<file path="src/hw/fb_pkg.sv">
/* Shared types and fixed AXI field values for the frame writer.
   Imported by the packer, FIFO, control block and top level. */
package fb_pkg;

	localparam int pixel_width = 8;

	// One data word, seen as raw bus data or as four pixel lanes
	typedef union packed {
		logic [31:0] word;
		logic [3:0][pixel_width-1:0] lane;
	} beat_t;

	// FIFO entry, the beat plus its start-of-frame tag
	typedef struct packed {
		logic sof;
		beat_t beat;
	} tagged_beat_t;

	// ------------------------------------------------------------
	// Fixed AXI write address fields
	// ------------------------------------------------------------
	localparam logic [1:0] awburst_incr = 2'b01;
	// Modifiable, response comes from the memory side
	localparam logic [3:0] awcache_val = 4'b0010;
	localparam int bresp_slverr_bit = 1;

	// AXI size code for a full-width beat
	function automatic logic [2:0] awsize_for(input int data_width);
		int bytes;
		bytes = data_width / 8;
		return 3'($clog2(bytes));
	endfunction

endpackage

</file>
<file path="src/hw/burst_if.sv">
/* Burst handshake between the control block and the AW and W channel blocks */
interface burst_if #(
	parameter int addr_width = 32
) (
	input logic M_AXI_ACLK
);

	// Issued by control, one cycle
	logic start;
	logic [addr_width-1:0] addr;

	// Completion strobes from the channel blocks
	logic w_last_done;
	logic aw_done;

	modport ctrl (
		input M_AXI_ACLK,
		output start,
		output addr,
		input w_last_done,
		input aw_done
	);

	modport aw (input M_AXI_ACLK, input start, input addr, output aw_done);

	modport w (input M_AXI_ACLK, input start, output w_last_done);

endinterface

</file>
<file path="src/hw/aw_channel.sv">
/* AXI write address channel, latches the burst address at start
   and holds AWVALID until the slave takes it */
module aw_channel #(
	parameter int addr_width = 32
) (
	input logic M_AXI_ACLK,
	input logic M_AXI_ARESETN,
	output logic [addr_width-1:0] M_AXI_AWADDR,
	output logic M_AXI_AWVALID,
	input logic M_AXI_AWREADY,
	burst_if.aw bus
);

	logic [addr_width-1:0] awaddr_q;
	logic awvalid_q;

	always_ff @(posedge M_AXI_ACLK) begin
		if (bus.start)
			awaddr_q <= bus.addr;
	end

	always_ff @(posedge M_AXI_ACLK) begin
		if (!M_AXI_ARESETN)
			awvalid_q <= 1'b0;
		else if (!awvalid_q && bus.start)
			awvalid_q <= 1'b1;
		else if (awvalid_q && M_AXI_AWREADY)
			awvalid_q <= 1'b0;
	end

	assign M_AXI_AWADDR = awaddr_q;
	assign M_AXI_AWVALID = awvalid_q;

	// Address accepted
	assign bus.aw_done = awvalid_q && M_AXI_AWREADY;

endmodule

</file>
<file path="src/hw/beat_fifo.sv">
/* Synchronous first-word-fall-through FIFO of tagged beats.
   Writes to a full FIFO are dropped and latch the overflow flag. */
module beat_fifo #(
	parameter int fifo_depth = 32
) (
	input logic M_AXI_ACLK,
	input logic M_AXI_ARESETN,
	input logic wr_en,
	input fb_pkg::tagged_beat_t wr_beat,
	input logic rd_en,
	output fb_pkg::tagged_beat_t rd_beat,
	output logic empty,
	output logic overflow
);

	import fb_pkg::*;

	localparam int ptr_w = (fifo_depth > 1) ? $clog2(fifo_depth) : 1;

	tagged_beat_t mem [fifo_depth];
	logic [ptr_w-1:0] wr_ptr;
	logic [ptr_w-1:0] rd_ptr;
	logic [ptr_w:0] count;
	logic full;
	logic do_wr;
	logic do_rd;

	assign full = (count == (ptr_w + 1)'(fifo_depth));
	assign empty = (count == '0);
	assign do_wr = wr_en && !full;
	assign do_rd = rd_en && !empty;

	// Head of queue is always visible
	assign rd_beat = mem[rd_ptr];

	always_ff @(posedge M_AXI_ACLK) begin
		if (do_wr)
			mem[wr_ptr] <= wr_beat;
	end

	always_ff @(posedge M_AXI_ACLK) begin
		if (!M_AXI_ARESETN) begin
			wr_ptr <= '0;
			rd_ptr <= '0;
			count <= '0;
			overflow <= 1'b0;
		end else begin
			if (do_wr)
				wr_ptr <= (wr_ptr == ptr_w'(fifo_depth - 1)) ? '0 : wr_ptr + 1'b1;
			if (do_rd)
				rd_ptr <= (rd_ptr == ptr_w'(fifo_depth - 1)) ? '0 : rd_ptr + 1'b1;
			count <= count + (ptr_w + 1)'(do_wr) - (ptr_w + 1)'(do_rd);
			if (wr_en && full)
				overflow <= 1'b1;
		end
	end

	a_no_read_empty: assert property (@(posedge M_AXI_ACLK) disable iff (!M_AXI_ARESETN)
		rd_en |-> !empty);

endmodule

</file>
<file path="src/hw/frame_writer_ctrl.sv">
/* Burst scheduler for the frame writer. Chooses burst addresses, tracks the
   frame position, handles soft reset and raises the end-of-frame pulse. */
module frame_writer_ctrl #(
	parameter int burst_len = 16,
	parameter int addr_width = 32,
	parameter int data_width = 32,
	parameter int img_wbits = 12,
	parameter int img_hbits = 12
) (
	input logic M_AXI_ACLK,
	input logic M_AXI_ARESETN,
	input logic soft_resetn,
	output logic resetting,
	input logic [img_wbits-1:0] img_width,
	input logic [img_hbits-1:0] img_height,
	input logic [addr_width-1:0] base_addr,
	input logic fifo_empty,
	input logic head_sof,
	input logic wnext,
	input logic M_AXI_BVALID,
	input logic [1:0] M_AXI_BRESP,
	output logic frame_pulse,
	output logic bresp_error,
	burst_if.ctrl bus
);

	import fb_pkg::*;

	localparam int burst_bytes = burst_len * data_width / 8;
	localparam int adata_pixels = data_width / pixel_width;

	logic soft_resetn_q;
	logic soft_fall;
	logic soft_busy;
	logic start_q;
	logic start_cond;
	logic burst_active;
	logic addr_sent;
	logic data_sent;
	logic burst_done;
	logic frame_restart;
	logic [addr_width-1:0] addr_q;
	logic [img_wbits-1:0] col_idx;
	logic [img_hbits-1:0] row_idx;

	// ------------------------------------------------------------
	// Soft reset
	// ------------------------------------------------------------
	assign soft_fall = !soft_resetn && soft_resetn_q;
	assign resetting = soft_busy || !soft_resetn;

	always_ff @(posedge M_AXI_ACLK) begin
		if (!M_AXI_ARESETN) begin
			soft_resetn_q <= 1'b0;
			soft_busy <= 1'b0;
		end else begin
			soft_resetn_q <= soft_resetn;
			// Open burst must finish before we report idle
			if (burst_done)
				soft_busy <= 1'b0;
			else if (soft_fall && (start_q || burst_active))
				soft_busy <= 1'b1;
		end
	end

	// ------------------------------------------------------------
	// Burst scheduling
	// ------------------------------------------------------------
	assign start_cond = !start_q && !burst_active && !fifo_empty && soft_resetn;
	assign frame_restart = head_sof || (col_idx == '0 && row_idx == '0);
	// Response only counts once address and last data are through
	assign burst_done = M_AXI_BVALID && burst_active && addr_sent && data_sent;

	always_ff @(posedge M_AXI_ACLK) begin
		if (!M_AXI_ARESETN) begin
			start_q <= 1'b0;
			burst_active <= 1'b0;
			addr_sent <= 1'b0;
			data_sent <= 1'b0;
		end else begin
			start_q <= start_cond;
			if (start_q)
				burst_active <= 1'b1;
			else if (burst_done)
				burst_active <= 1'b0;
			if (start_q) begin
				addr_sent <= 1'b0;
				data_sent <= 1'b0;
			end else begin
				if (bus.aw_done)
					addr_sent <= 1'b1;
				if (bus.w_last_done)
					data_sent <= 1'b1;
			end
		end
	end

	// Address is ready by the time start is seen
	always_ff @(posedge M_AXI_ACLK) begin
		if (start_cond)
			addr_q <= frame_restart ? base_addr : addr_q + addr_width'(burst_bytes);
	end

	assign bus.start = start_q;
	assign bus.addr = addr_q;

	// Column and row count down, zero means frame done
	always_ff @(posedge M_AXI_ACLK) begin
		if (!M_AXI_ARESETN || resetting) begin
			col_idx <= '0;
			row_idx <= '0;
		end else if (start_cond && frame_restart) begin
			col_idx <= img_width - img_wbits'(adata_pixels);
			row_idx <= img_height - 1'b1;
		end else if (wnext) begin
			if (col_idx != '0) begin
				col_idx <= col_idx - img_wbits'(adata_pixels);
			end else if (row_idx != '0) begin
				col_idx <= img_width - img_wbits'(adata_pixels);
				row_idx <= row_idx - 1'b1;
			end
		end
	end

	always_ff @(posedge M_AXI_ACLK) begin
		if (!M_AXI_ARESETN) begin
			frame_pulse <= 1'b0;
			bresp_error <= 1'b0;
		end else begin
			frame_pulse <= burst_done && !resetting && col_idx == '0 && row_idx == '0;
			if (burst_done && M_AXI_BRESP[bresp_slverr_bit])
				bresp_error <= 1'b1;
		end
	end

	a_one_burst: assert property (@(posedge M_AXI_ACLK) disable iff (!M_AXI_ARESETN)
		burst_active |-> !start_q);

endmodule

</file>
<file path="src/hw/frame_writer_top.sv">
/* Frame writer top level. Takes an 8-bit pixel stream and writes frames
   to memory through the AXI4 write channels. */
module frame_writer_top #(
	parameter int burst_len = 16,
	parameter int addr_width = 32,
	parameter int data_width = 32,
	parameter int img_wbits = 12,
	parameter int img_hbits = 12,
	parameter int fifo_depth = 32
) (
	input logic M_AXI_ACLK,
	input logic M_AXI_ARESETN,
	input logic soft_resetn,
	output logic resetting,
	input logic [img_wbits-1:0] img_width,
	input logic [img_hbits-1:0] img_height,
	input logic [addr_width-1:0] base_addr,
	input logic pixel_valid,
	input logic [fb_pkg::pixel_width-1:0] pixel,
	input logic pixel_sof,
	output logic frame_pulse,
	output logic bresp_error,
	output logic overflow,
	output logic [0:0] M_AXI_AWID,
	output logic [addr_width-1:0] M_AXI_AWADDR,
	output logic [7:0] M_AXI_AWLEN,
	output logic [2:0] M_AXI_AWSIZE,
	output logic [1:0] M_AXI_AWBURST,
	output logic M_AXI_AWLOCK,
	output logic [3:0] M_AXI_AWCACHE,
	output logic [2:0] M_AXI_AWPROT,
	output logic [3:0] M_AXI_AWQOS,
	output logic M_AXI_AWVALID,
	input logic M_AXI_AWREADY,
	output logic [data_width-1:0] M_AXI_WDATA,
	output logic [data_width/8-1:0] M_AXI_WSTRB,
	output logic M_AXI_WLAST,
	output logic M_AXI_WVALID,
	input logic M_AXI_WREADY,
	input logic [0:0] M_AXI_BID,
	input logic [1:0] M_AXI_BRESP,
	input logic M_AXI_BVALID,
	output logic M_AXI_BREADY
);

	import fb_pkg::*;

	logic wr_en;
	tagged_beat_t wr_beat;
	tagged_beat_t rd_beat;
	logic rd_en;
	logic fifo_empty;
	logic wnext;

	burst_if #(.addr_width(addr_width)) i_burst_if (.M_AXI_ACLK(M_AXI_ACLK));

	pixel_packer i_packer (
		.M_AXI_ACLK(M_AXI_ACLK),
		.M_AXI_ARESETN(M_AXI_ARESETN),
		.pixel_valid(pixel_valid),
		.pixel(pixel),
		.pixel_sof(pixel_sof),
		.wr_en(wr_en),
		.wr_beat(wr_beat)
	);

	beat_fifo #(.fifo_depth(fifo_depth)) i_fifo (
		.M_AXI_ACLK(M_AXI_ACLK),
		.M_AXI_ARESETN(M_AXI_ARESETN),
		.wr_en(wr_en),
		.wr_beat(wr_beat),
		.rd_en(rd_en),
		.rd_beat(rd_beat),
		.empty(fifo_empty),
		.overflow(overflow)
	);

	frame_writer_ctrl #(
		.burst_len(burst_len),
		.addr_width(addr_width),
		.data_width(data_width),
		.img_wbits(img_wbits),
		.img_hbits(img_hbits)
	) i_ctrl (
		.M_AXI_ACLK(M_AXI_ACLK),
		.M_AXI_ARESETN(M_AXI_ARESETN),
		.soft_resetn(soft_resetn),
		.resetting(resetting),
		.img_width(img_width),
		.img_height(img_height),
		.base_addr(base_addr),
		.fifo_empty(fifo_empty),
		.head_sof(rd_beat.sof),
		.wnext(wnext),
		.M_AXI_BVALID(M_AXI_BVALID),
		.M_AXI_BRESP(M_AXI_BRESP),
		.frame_pulse(frame_pulse),
		.bresp_error(bresp_error),
		.bus(i_burst_if.ctrl)
	);

	aw_channel #(.addr_width(addr_width)) i_aw (
		.M_AXI_ACLK(M_AXI_ACLK),
		.M_AXI_ARESETN(M_AXI_ARESETN),
		.M_AXI_AWADDR(M_AXI_AWADDR),
		.M_AXI_AWVALID(M_AXI_AWVALID),
		.M_AXI_AWREADY(M_AXI_AWREADY),
		.bus(i_burst_if.aw)
	);

	w_channel #(.burst_len(burst_len), .data_width(data_width)) i_w (
		.M_AXI_ACLK(M_AXI_ACLK),
		.M_AXI_ARESETN(M_AXI_ARESETN),
		.fifo_empty(fifo_empty),
		.rd_beat(rd_beat),
		.resetting(resetting),
		.rd_en(rd_en),
		.wnext(wnext),
		.M_AXI_WDATA(M_AXI_WDATA),
		.M_AXI_WLAST(M_AXI_WLAST),
		.M_AXI_WVALID(M_AXI_WVALID),
		.M_AXI_WREADY(M_AXI_WREADY),
		.bus(i_burst_if.w)
	);

	// ------------------------------------------------------------
	// Constant AXI fields
	// ------------------------------------------------------------
	assign M_AXI_AWID = '0;
	assign M_AXI_AWLEN = 8'(burst_len - 1);
	assign M_AXI_AWSIZE = awsize_for(data_width);
	assign M_AXI_AWBURST = awburst_incr;
	assign M_AXI_AWLOCK = 1'b0;
	assign M_AXI_AWCACHE = awcache_val;
	assign M_AXI_AWPROT = 3'h0;
	assign M_AXI_AWQOS = 4'h0;
	// Full-width aligned beats only
	assign M_AXI_WSTRB = '1;
	assign M_AXI_BREADY = M_AXI_BVALID;

	// Single ID, every response must carry it back
	a_bid_match: assert property (@(posedge M_AXI_ACLK) disable iff (!M_AXI_ARESETN)
		M_AXI_BVALID |-> (M_AXI_BID == M_AXI_AWID));

endmodule

</file>
<file path="src/hw/pixel_packer.sv">
/* Packs four 8-bit pixel strobes into one tagged beat and writes it to the FIFO.
   A strobe with pixel_sof restarts at lane 0 and tags that beat. */
module pixel_packer (
	input logic M_AXI_ACLK,
	input logic M_AXI_ARESETN,
	input logic pixel_valid,
	input logic [fb_pkg::pixel_width-1:0] pixel,
	input logic pixel_sof,
	output logic wr_en,
	output fb_pkg::tagged_beat_t wr_beat
);

	import fb_pkg::*;

	logic [1:0] lane_cnt;
	logic [1:0] lane_idx;
	beat_t beat_q;
	logic sof_q;

	// Start of frame forces lane 0
	assign lane_idx = pixel_sof ? 2'd0 : lane_cnt;

	always_ff @(posedge M_AXI_ACLK) begin
		if (!M_AXI_ARESETN) begin
			lane_cnt <= 2'd0;
			wr_en <= 1'b0;
		end else begin
			wr_en <= pixel_valid && (lane_idx == 2'd3);
			if (pixel_valid)
				lane_cnt <= lane_idx + 2'd1;
		end
	end

	// Lane fill and sof capture
	always_ff @(posedge M_AXI_ACLK) begin
		if (pixel_valid) begin
			beat_q.lane[lane_idx] <= pixel;
			if (lane_idx == 2'd0)
				sof_q <= pixel_sof;
		end
	end

	assign wr_beat.beat = beat_q;
	assign wr_beat.sof = sof_q;

	// A beat needs at least four strobes
	a_beat_spacing: assert property (@(posedge M_AXI_ACLK) disable iff (!M_AXI_ARESETN)
		wr_en |=> !wr_en [*3]);

endmodule

</file>
<file path="src/hw/w_channel.sv">
/* AXI write data channel. Refills a one-beat data register from the FIFO,
   counts the burst down to WLAST and flushes the burst on soft reset. */
module w_channel #(
	parameter int burst_len = 16,
	parameter int data_width = 32
) (
	input logic M_AXI_ACLK,
	input logic M_AXI_ARESETN,
	input logic fifo_empty,
	input fb_pkg::tagged_beat_t rd_beat,
	input logic resetting,
	output logic rd_en,
	output logic wnext,
	output logic [data_width-1:0] M_AXI_WDATA,
	output logic M_AXI_WLAST,
	output logic M_AXI_WVALID,
	input logic M_AXI_WREADY,
	burst_if.w bus
);

	localparam int cnt_w = $clog2(burst_len + 1);

	logic need_data;
	logic dvalid;
	logic [cnt_w-1:0] rd_left;
	logic [cnt_w-1:0] write_index;
	logic [data_width-1:0] wdata_q;
	logic wlast_q;
	logic load;

	// During soft reset the FIFO is drained and nothing is loaded
	assign rd_en = !fifo_empty && (resetting || (rd_left != '0 && (!dvalid || wnext)));
	assign load = rd_en && !resetting;
	assign wnext = M_AXI_WVALID && M_AXI_WREADY;

	always_ff @(posedge M_AXI_ACLK) begin
		if (load)
			wdata_q <= rd_beat.beat.word;
	end

	always_ff @(posedge M_AXI_ACLK) begin
		if (!M_AXI_ARESETN) begin
			need_data <= 1'b0;
			dvalid <= 1'b0;
			rd_left <= '0;
			write_index <= '0;
			wlast_q <= 1'b0;
		end else begin
			if (!need_data && bus.start)
				need_data <= 1'b1;
			else if (wnext && wlast_q)
				need_data <= 1'b0;
			if (load)
				dvalid <= 1'b1;
			else if (wnext)
				dvalid <= 1'b0;
			// Reads left in this burst
			if (bus.start)
				rd_left <= cnt_w'(burst_len);
			else if (load)
				rd_left <= rd_left - 1'b1;
			if (bus.start) begin
				write_index <= cnt_w'(burst_len - 1);
				wlast_q <= (burst_len == 1);
			end else if (wnext) begin
				if (write_index != '0)
					write_index <= write_index - 1'b1;
				wlast_q <= (write_index == cnt_w'(1));
			end
		end
	end

	assign M_AXI_WDATA = wdata_q;
	assign M_AXI_WLAST = wlast_q;
	assign M_AXI_WVALID = need_data && (dvalid || resetting);
	assign bus.w_last_done = wnext && wlast_q;

	a_wlast_final: assert property (@(posedge M_AXI_ACLK) disable iff (!M_AXI_ARESETN)
		wnext |-> (M_AXI_WLAST == (write_index == '0)));

endmodule

</file>
<file path="config.mk">
export PLATFORM = sky130hd
export DESIGN_NAME = frame_writer_top
export DESIGN_NICKNAME = d
export VERILOG_FILES = /design/src/hw/fb_pkg.sv /design/src/hw/burst_if.sv /design/src/hw/aw_channel.sv /design/src/hw/beat_fifo.sv /design/src/hw/frame_writer_ctrl.sv /design/src/hw/frame_writer_top.sv /design/src/hw/pixel_packer.sv /design/src/hw/w_channel.sv
export SDC_FILE = /design/constraint.sdc
export NUM_CORES = 1
export LEC_CHECK = 0
export BUFFER_PORTS_ARGS = -buffer_cell sky130_fd_sc_hd__buf_4
export CAP_MARGIN = 30
export CORE_MARGIN = 2
export CORE_UTILIZATION = 52
export CTS_BUF_LIST = sky130_fd_sc_hd__clkbuf_8
export DETAILED_ROUTE_END_ITERATION = 10
export GPL_TIMING_DRIVEN = 0
export PLACE_DENSITY = 0.75
export SLEW_MARGIN = 30
export SYNTH_ARGS = -nofsm -noshare
export SYNTH_HDL_FRONTEND = slang
export SYNTH_SLANG_ARGS = --single-unit
</file>
<file path="constraint.sdc">
create_clock -name M_AXI_ACLK -period 4.5 [get_ports M_AXI_ACLK]
set_clock_uncertainty 0.1 [all_clocks]
set_input_delay 0.45 -clock M_AXI_ACLK [delete_from_list [all_inputs] [get_ports M_AXI_ACLK]]
set_output_delay 0.45 -clock M_AXI_ACLK [all_outputs]
set_load 0.05 [all_outputs]
</file>
==> results of run 1 <==
[power by group]
| part | internal (W) | switching, W |
|---|---|---|
| logic | 0.00356 | 0.00466 |
| clock network | 0.00459 | 0.00446 |
| registers | 0.0134 | 0.000420 |
[worst max-delay path, cell delays in order (launching register included)]
cell                       delay (ns)
sky130_fd_sc_hd__dfxtp_1         0.38
sky130_fd_sc_hd__or3_4           0.44
sky130_fd_sc_hd__or3_4           0.36
sky130_fd_sc_hd__or4_4           0.46
sky130_fd_sc_hd__nor2_4          0.21
sky130_fd_sc_hd__o21ai_4         0.13
sky130_fd_sc_hd__inv_6           0.14
sky130_fd_sc_hd__buf_2           0.26
sky130_fd_sc_hd__clkbuf_4        0.32
sky130_fd_sc_hd__mux2i_1         0.23
sky130_fd_sc_hd__ha_1            0.39
sky130_fd_sc_hd__nand2_1         0.13
sky130_fd_sc_hd__nor2_1          0.15
sky130_fd_sc_hd__nand4_1         0.11
sky130_fd_sc_hd__a31oi_1         0.20
sky130_fd_sc_hd__a311oi_1        0.07
[placed cells by master, fill, tap and decap left out, types with 13 or more instances in the layout]
cell type | synthesis | final
sky130_fd_sc_hd__clkinv_1 | 1 | 37
sky130_fd_sc_hd__clkinv_2 | 0 | 18
sky130_fd_sc_hd__nand2_1 | 88 | 88
sky130_fd_sc_hd__clkbuf_2 | 0 | 17
sky130_fd_sc_hd__a21oi_1 | 37 | 37
sky130_fd_sc_hd__buf_16 | 0 | 66
sky130_fd_sc_hd__xnor2_1 | 25 | 25
sky130_fd_sc_hd__clkbuf_8 | 0 | 198
sky130_fd_sc_hd__nor2_1 | 90 | 57
sky130_fd_sc_hd__and2_1 | 20 | 20
sky130_fd_sc_hd__mux4_2 | 320 | 320
sky130_fd_sc_hd__clkbuf_1 | 65 | 53
sky130_fd_sc_hd__buf_4 | 32 | 176
sky130_fd_sc_hd__mux2_2 | 34 | 34
sky130_fd_sc_hd__o21ai_0 | 47 | 47
sky130_fd_sc_hd__xor2_1 | 26 | 26
sky130_fd_sc_hd__nor2_4 | 1 | 34
sky130_fd_sc_hd__dlygate4sd3_1 | 0 | 74
sky130_fd_sc_hd__nor3_1 | 20 | 20
sky130_fd_sc_hd__ha_1 | 29 | 29
sky130_fd_sc_hd__conb_1 | 2 | 30
sky130_fd_sc_hd__buf_2 | 4 | 21
sky130_fd_sc_hd__nor2b_1 | 13 | 13
sky130_fd_sc_hd__nand3_1 | 21 | 21
sky130_fd_sc_hd__mux2i_1 | 24 | 24
sky130_fd_sc_hd__edfxtp_1 | 1185 | 1185
sky130_fd_sc_hd__dfxtp_1 | 71 | 70
sky130_fd_sc_hd__inv_1 | 29 | 97
[cells by family (layout without fill, tap and decap cells)]
group | after synthesis | count (layout)
flops | 1256 | 1256
buf+inv | 164 | 814
fa+ha+maj | 30 | 30
compound gates | 143 | 143
simple gates | 326 | 326
xor+xnor | 51 | 51
mux | 379 | 379
other cells | 2 | 32
[area by class of cell]
class	instances	area (µm²)
fill	6011	34900
antenna	2	5.00
multi-input combinational	959	11500
clock inverter	148	932
timing repair buffer	305	3910
sequential	1256	37000
inverter	31	121
tap	1254	1570
buffer	132	667
clock buffer	198	2730
[state kept, by name (all words and copies together) (netlist names), 6 cells and up, named ones only]
| register | count |
|---|---|
| i_aw.M_AXI_AWADDR | 32 |
| i_fifo.mem | 1056 |
| i_ctrl.col_idx | 12 |
| i_ctrl.bus.addr | 32 |
| i_packer.beat_q | 32 |
| i_w.M_AXI_WDATA | 32 |
| i_fifo.count | 6 |
| i_ctrl.row_idx | 12 |
[stage by stage]
stage	TNS (ns)	area [µm²]	cells
detailed placement	0	53800	3844
global placement	-761.40	51700	3777
floorplan	0	49000	2379
CTS	0	58200	4264
finish	0	58500	4285
global route	0	58500	4284
[worst min path at each step]
| stage | cells past startpoint | from | to | slack (ns) |
|---|---|---|---|---|
| after floorplan | 0 | i_ctrl.bus.addr[0] | i_aw.M_AXI_AWADDR[0] | 0.30 |
| after global placement | 0 | i_ctrl.bus.addr[0] | i_aw.M_AXI_AWADDR[0] | 0.30 |
| after detailed placement | 0 | i_ctrl.bus.addr[2] | i_aw.M_AXI_AWADDR[2] | 0.31 |
| after CTS | 6 | img_width[4] | i_ctrl.col_idx[4] | 0.02 |
| after global routing | 6 | img_width[4] | i_ctrl.col_idx[4] | 0.10 |
| final | 6 | img_width[3] | i_ctrl.col_idx[3] | 0.10 |
[routing by layer]
metal  share of wire [%]  vias to the layer above  routed length [µm]
met4                 3.8                        0                4660
met5                   0                        -                   0
li1                    -                    10700                   -
met2                  52                     1685               64500
met3                 9.4                      305               11700
met1                  35                    13600               43100
[timing repair]
action / 4_1_cts / 5_1_grt
hold buffers: 74 / 0
setup buffers: 0 / 0
endpoints found under the hold margin: 100 / 0
setup endpoints to repair: 0 / 5
gates resized for setup: 0 / 2
==> impl_metrics.ini, run 1 <==
[outcome]
outcome = finished, final reports clean

[critical_path]
regToRegStartpoint = i_ctrl.row_idx[5]
worstSetupStartpoint = i_ctrl.row_idx[5]
regToRegSetupSlack_ns = 0.27
critPathCapture = i_ctrl.row_idx[8]
worst_r2r_endpoint = i_ctrl.row_idx[8]
worst_ep_arrival_time_ns = 4.85
r2r.worst_path.cells = 15
worstPathMaxFanout = 15
cp_data_required_time_ns = 5.12
timing_worst_setup_path_type = register to register
timing.critical_path.to_type = register
critical_path.startpoint_type = register

[global_route]
grt_busiest_layer = met2
grt_remaining_overflow = 0
met3_usage_pct = 5.47
gr-usage-met2_pct = 44.0
grt_start_max_net_pins = 34
grt_use_total_pct = 25.6
first_global_vias = 27200
grt_first_pass_wirelength_um = 179000
grt.met1_usage_pct = 31.7
antenna_found_initial = 2

[synthesis]
synthFlopType = sky130_fd_sc_hd__edfxtp_1
synth_top_family_by_area = multiplexers
synth.yosys.warnings = 0
synth_commonest_cells = sky130_fd_sc_hd__edfxtp_1 (1,185), sky130_fd_sc_hd__mux4_2 (320), sky130_fd_sc_hd__nor2_1 (90)
syn-mean-instance-area_um2 = 20.8
number_of_enable_flip_flop_cells_after_synthesis = 1185
synth_top_area_cell = sky130_fd_sc_hd__edfxtp_1
count_of_mapped_cells_out_of_synthesis = 2351
synth_async_sr_flop_share_pct = 0
synthMuxAreaShare_pct = 16.0
synth_fa_ha_area_share_pct = 0.782
synth-compound-area-share_pct = 1.83
synth_xor_area_share_pct = 0.913
synth.top_cell.area_share_pct = 72.7
synth-seq-cells = 1256
synth.cell_area_um2 = 48900
yosys.area_share.simple_pct = 3.28
synth_seq_area_share_pct = 75.6
synth_top_cells_by_area = sky130_fd_sc_hd__edfxtp_1 (73%), sky130_fd_sc_hd__mux4_2 (15%), sky130_fd_sc_hd__dfxtp_1 (2.9%)
post_synth_num_cell_types = 63
post-synth-top-count-cell = sky130_fd_sc_hd__edfxtp_1

[die]
die_h_um = 311
row_count = 112
coreArea_um2 = 93300
initial_utilization_pct = 52.4
io-pin-count = 177
die_w_um = 311
design.die.area_um2 = 96600

[clock_tree]
clock-root-buffer = sky130_fd_sc_hd__clkbuf_8
tritoncts.num_buffers = 189
htreeDepth = 4
clock_tree.buffer_depth = 3
clock_tree_from_tritoncts = done
clock_latency_ns = 0.89
cts_sinks = 1256
clkSlewWorstSetupHoldPaths_ns = 0.06

[placement]
placement.io_buffers = 144
place_hpwl_um = 80500
place.gp.congestion = 0.816
pre_cts_slack_ns = 0.116

[sta]
setup_repair_after_global_routing_missed_its_margin = false
fmax_mhz = 236
finalHoldWorstSlack_ns = 0.102
worst_slew_margin_rel_pct = 30.8
timing.final.crit_period_ns = 4.23
worstMarginPinSlew_ns = 1.04
final_max_slew_viol_count = 0
final_critical_path_setup_slack_ns = 0.270
final.period_utilization_pct = 94.0
final-setup-viol-count = 0
timing_hold_violations_final = 0

[routing]
drtPass1Iterations = 6
finalWirelength_um = 124000
route.detailed.vias_per_inst = 6.13
wl_per_cell_um = 28.9
detail-route-antenna-nets = 0
via_count = 26200
drc_errors = 0
drt_iter0_drc = 3549

[pwr]
max-vdd-ir-drop_mv = 0.355
p_per_cell_area_nw_per_um2 = 531
power.static_leakage_nw = 19.0
p_total_w = 0.0311

[hold_path]
min-delay-path-class = primary input to register

[run]
cap_viol_max_count = 0

[cells_and_area]
post_route_cells_drive_above_1_share_pct = 31.3
area_overhead_vs_synth_pct = 19.5
finish.net_count = 2979
post-route-util_pct = 62.7
No activity file was read; power rests on OpenSTA's default activity.
==> inputs of run 2 (changes only) <==
--- a/config.mk
+++ b/config.mk
@@ -14,4 +14,5 @@
 export GPL_TIMING_DRIVEN = 0
 export PLACE_DENSITY = 0.75
+export SKIP_CTS_REPAIR_TIMING = 1
 export SLEW_MARGIN = 30
 export SYNTH_ARGS = -nofsm -noshare
--- a/constraint.sdc
+++ b/constraint.sdc
@@ -3,3 +3,3 @@
 set_input_delay 0.45 -clock M_AXI_ACLK [delete_from_list [all_inputs] [get_ports M_AXI_ACLK]]
 set_output_delay 0.45 -clock M_AXI_ACLK [all_outputs]
-set_load 0.05 [all_outputs]
+set_load 0.005 [all_outputs]
==> impl_metrics.ini, run 2 (same netlist as run 1, synthesis figures left out) <==
[pwr]
power.static_leakage_nw = 19.0
p_per_cell_area_nw_per_um2 = 523
p_total_w = 0.0305
max-vdd-ir-drop_mv = 0.361

[routing]
detail-route-antenna-nets = 0
route.detailed.vias_per_inst = 6.13
via_count = 26200
drtPass1Iterations = 6
finalWirelength_um = 125000
drt_iter0_drc = 3483
drc_errors = 0
wl_per_cell_um = 29.3

[die]
initial_utilization_pct = 52.4
die_h_um = 311
design.die.area_um2 = 96600
row_count = 112
io-pin-count = 177
coreArea_um2 = 93300
die_w_um = 311

[clock_tree]
tritoncts.num_buffers = 189
clock-root-buffer = sky130_fd_sc_hd__clkbuf_8
cts_sinks = 1256
clock_tree.buffer_depth = 3
clkSlewWorstSetupHoldPaths_ns = 0.07
clock_latency_ns = 0.88
clock_tree_from_tritoncts = done
htreeDepth = 4

[sta]
final.period_utilization_pct = 94.3
setup_repair_after_global_routing_missed_its_margin = false
final-setup-viol-count = 0
timing.final.crit_period_ns = 4.24
worstMarginPinSlew_ns = 1.13
final_max_slew_viol_count = 0
timing_hold_violations_final = 0
worst_slew_margin_rel_pct = 24.9
fmax_mhz = 236

[cells_and_area]
post_route_cells_drive_above_1_share_pct = 31.3
max_flop_register = i_fifo.mem
finish.net_count = 2973
max_reg_flops = 1056
most_frequent_standard_cell_in_the_layout_excluding_fill_and_tap_cells = sky130_fd_sc_hd__edfxtp_1
layout_common_cells = sky130_fd_sc_hd__edfxtp_1 (1,185), sky130_fd_sc_hd__mux4_2 (320), sky130_fd_sc_hd__clkbuf_8 (198)
layout.cell_area.non_filler_um2 = 58400
area_overhead_vs_synth_pct = 19.4

[placement]
post_dp_cell_area_um2 = 53800
place_hpwl_um = 80500
place.gp.congestion = 0.816
placement.io_buffers = 144

[critical_path]
worst_ep_arrival_time_ns = 4.87
timing.critical_path.to_type = register
r2r.worst_path.cells = 15
critical_path.startpoint_type = register
worst_r2r_endpoint = i_ctrl.row_idx[8]
regToRegStartpoint = i_ctrl.row_idx[5]
worstPathMaxFanout = 15
cp_data_required_time_ns = 5.13
regToRegSetupSlack_ns = 0.26
timing_worst_setup_path_type = register to register

[global_route]
grt_start_max_net_pins = 34
grt_use_total_pct = 25.1
grt_first_pass_wirelength_um = 175000
first_global_vias = 26700
grt_remaining_overflow = 0
antenna_found_initial = 1

[outcome]
outcome = finished, final reports clean

[hold_path]
whs_endpoint = i_ctrl.col_idx[9]
min-delay-path-class = primary input to register
timing.hold.worst.start = img_width[9]
min_delay_path_depth = 5

[run]
cap_viol_max_count = 0
-- run 2: how the worst max path moves through the flow --
stage,end,cells after the start,from,slack [ns]
2_1_floorplan,i_ctrl.row_idx[8],15,i_ctrl.bus.start,0.76
3_3_place_gp,i_w.rd_left[4],11,soft_resetn,-1.68
3_5_place_dp,i_ctrl.row_idx[8],15,i_ctrl.bus.start,0.12
4_1_cts,i_ctrl.row_idx[8],15,i_ctrl.bus.start,0.08
5_1_grt,i_ctrl.row_idx[8],15,i_ctrl.row_idx[5],0.02
6_report,i_ctrl.row_idx[8],15,i_ctrl.row_idx[5],0.26
-- run 2: stage by stage --
| stage | TNS, ns | setup slack, ns | hold WS (ns) | std cells | utilization [%] |
|---|---|---|---|---|---|
| 3_5_place_dp | 0 | 0.116 | 0.308 | 3844 | 57.6 |
| 5_1_grt | 0 | 0.0191 | 0.0394 | 4278 | 62.6 |
| 3_3_place_gp | -761.40 | -1.68 | 0.303 | 3777 | 55.4 |
| 6_report | 0 | 0.255 | 0.00257 | 4278 | 62.6 |
| 4_1_cts | 0 | 0.0770 | -0.374 | 4190 | 61.6 |
| 2_1_floorplan | 0 | 0.758 | 0.300 | 2379 | - |
-- run 2: final cells by class --
| class | count | area [µm²] |
|---|---|---|
| buffer | 132 | 667 |
| clock buffer | 198 | 2730 |
| timing repair buffer | 299 | 3850 |
| tap | 1254 | 1570 |
| sequential | 1256 | 37000 |
| inverter | 31 | 121 |
| fill | 6002 | 34900 |
| antenna | 1 | 2.50 |
| multi-input combinational | 959 | 11500 |
| clock inverter | 148 | 932 |
-- run 2: worst max-delay path: stages, from the launching register on --
cell and delay (ns):
sky130_fd_sc_hd__dfxtp_1 0.38, sky130_fd_sc_hd__or3_4 0.44, sky130_fd_sc_hd__or3_4 0.36, sky130_fd_sc_hd__or4_4 0.46, sky130_fd_sc_hd__nor2_4 0.22, sky130_fd_sc_hd__o21ai_4 0.13
sky130_fd_sc_hd__inv_6 0.14, sky130_fd_sc_hd__buf_2 0.26, sky130_fd_sc_hd__clkbuf_4 0.33, sky130_fd_sc_hd__mux2i_1 0.23, sky130_fd_sc_hd__ha_1 0.39, sky130_fd_sc_hd__nand2_1 0.13
sky130_fd_sc_hd__nor2_1 0.15, sky130_fd_sc_hd__nand4_1 0.11, sky130_fd_sc_hd__a31oi_1 0.20, sky130_fd_sc_hd__a311oi_1 0.07
-- run 2: metal layers --
metal | global-route usage (%) | vias up | part of all wire (%)
li1 | - | 10700 | -
met1 | 31.0 | 13600 | 34
met5 | 0 | - | 0
met2 | 43.1 | 1669 | 52
met4 | 10.3 | 0 | 4.2
met3 | 5.47 | 348 | 9.5
-- run 2: power breakdown --
group          switching, W  internal (W)
Clock               0.00449       0.00459
Sequential         0.000420        0.0134
Combinational       0.00414       0.00354
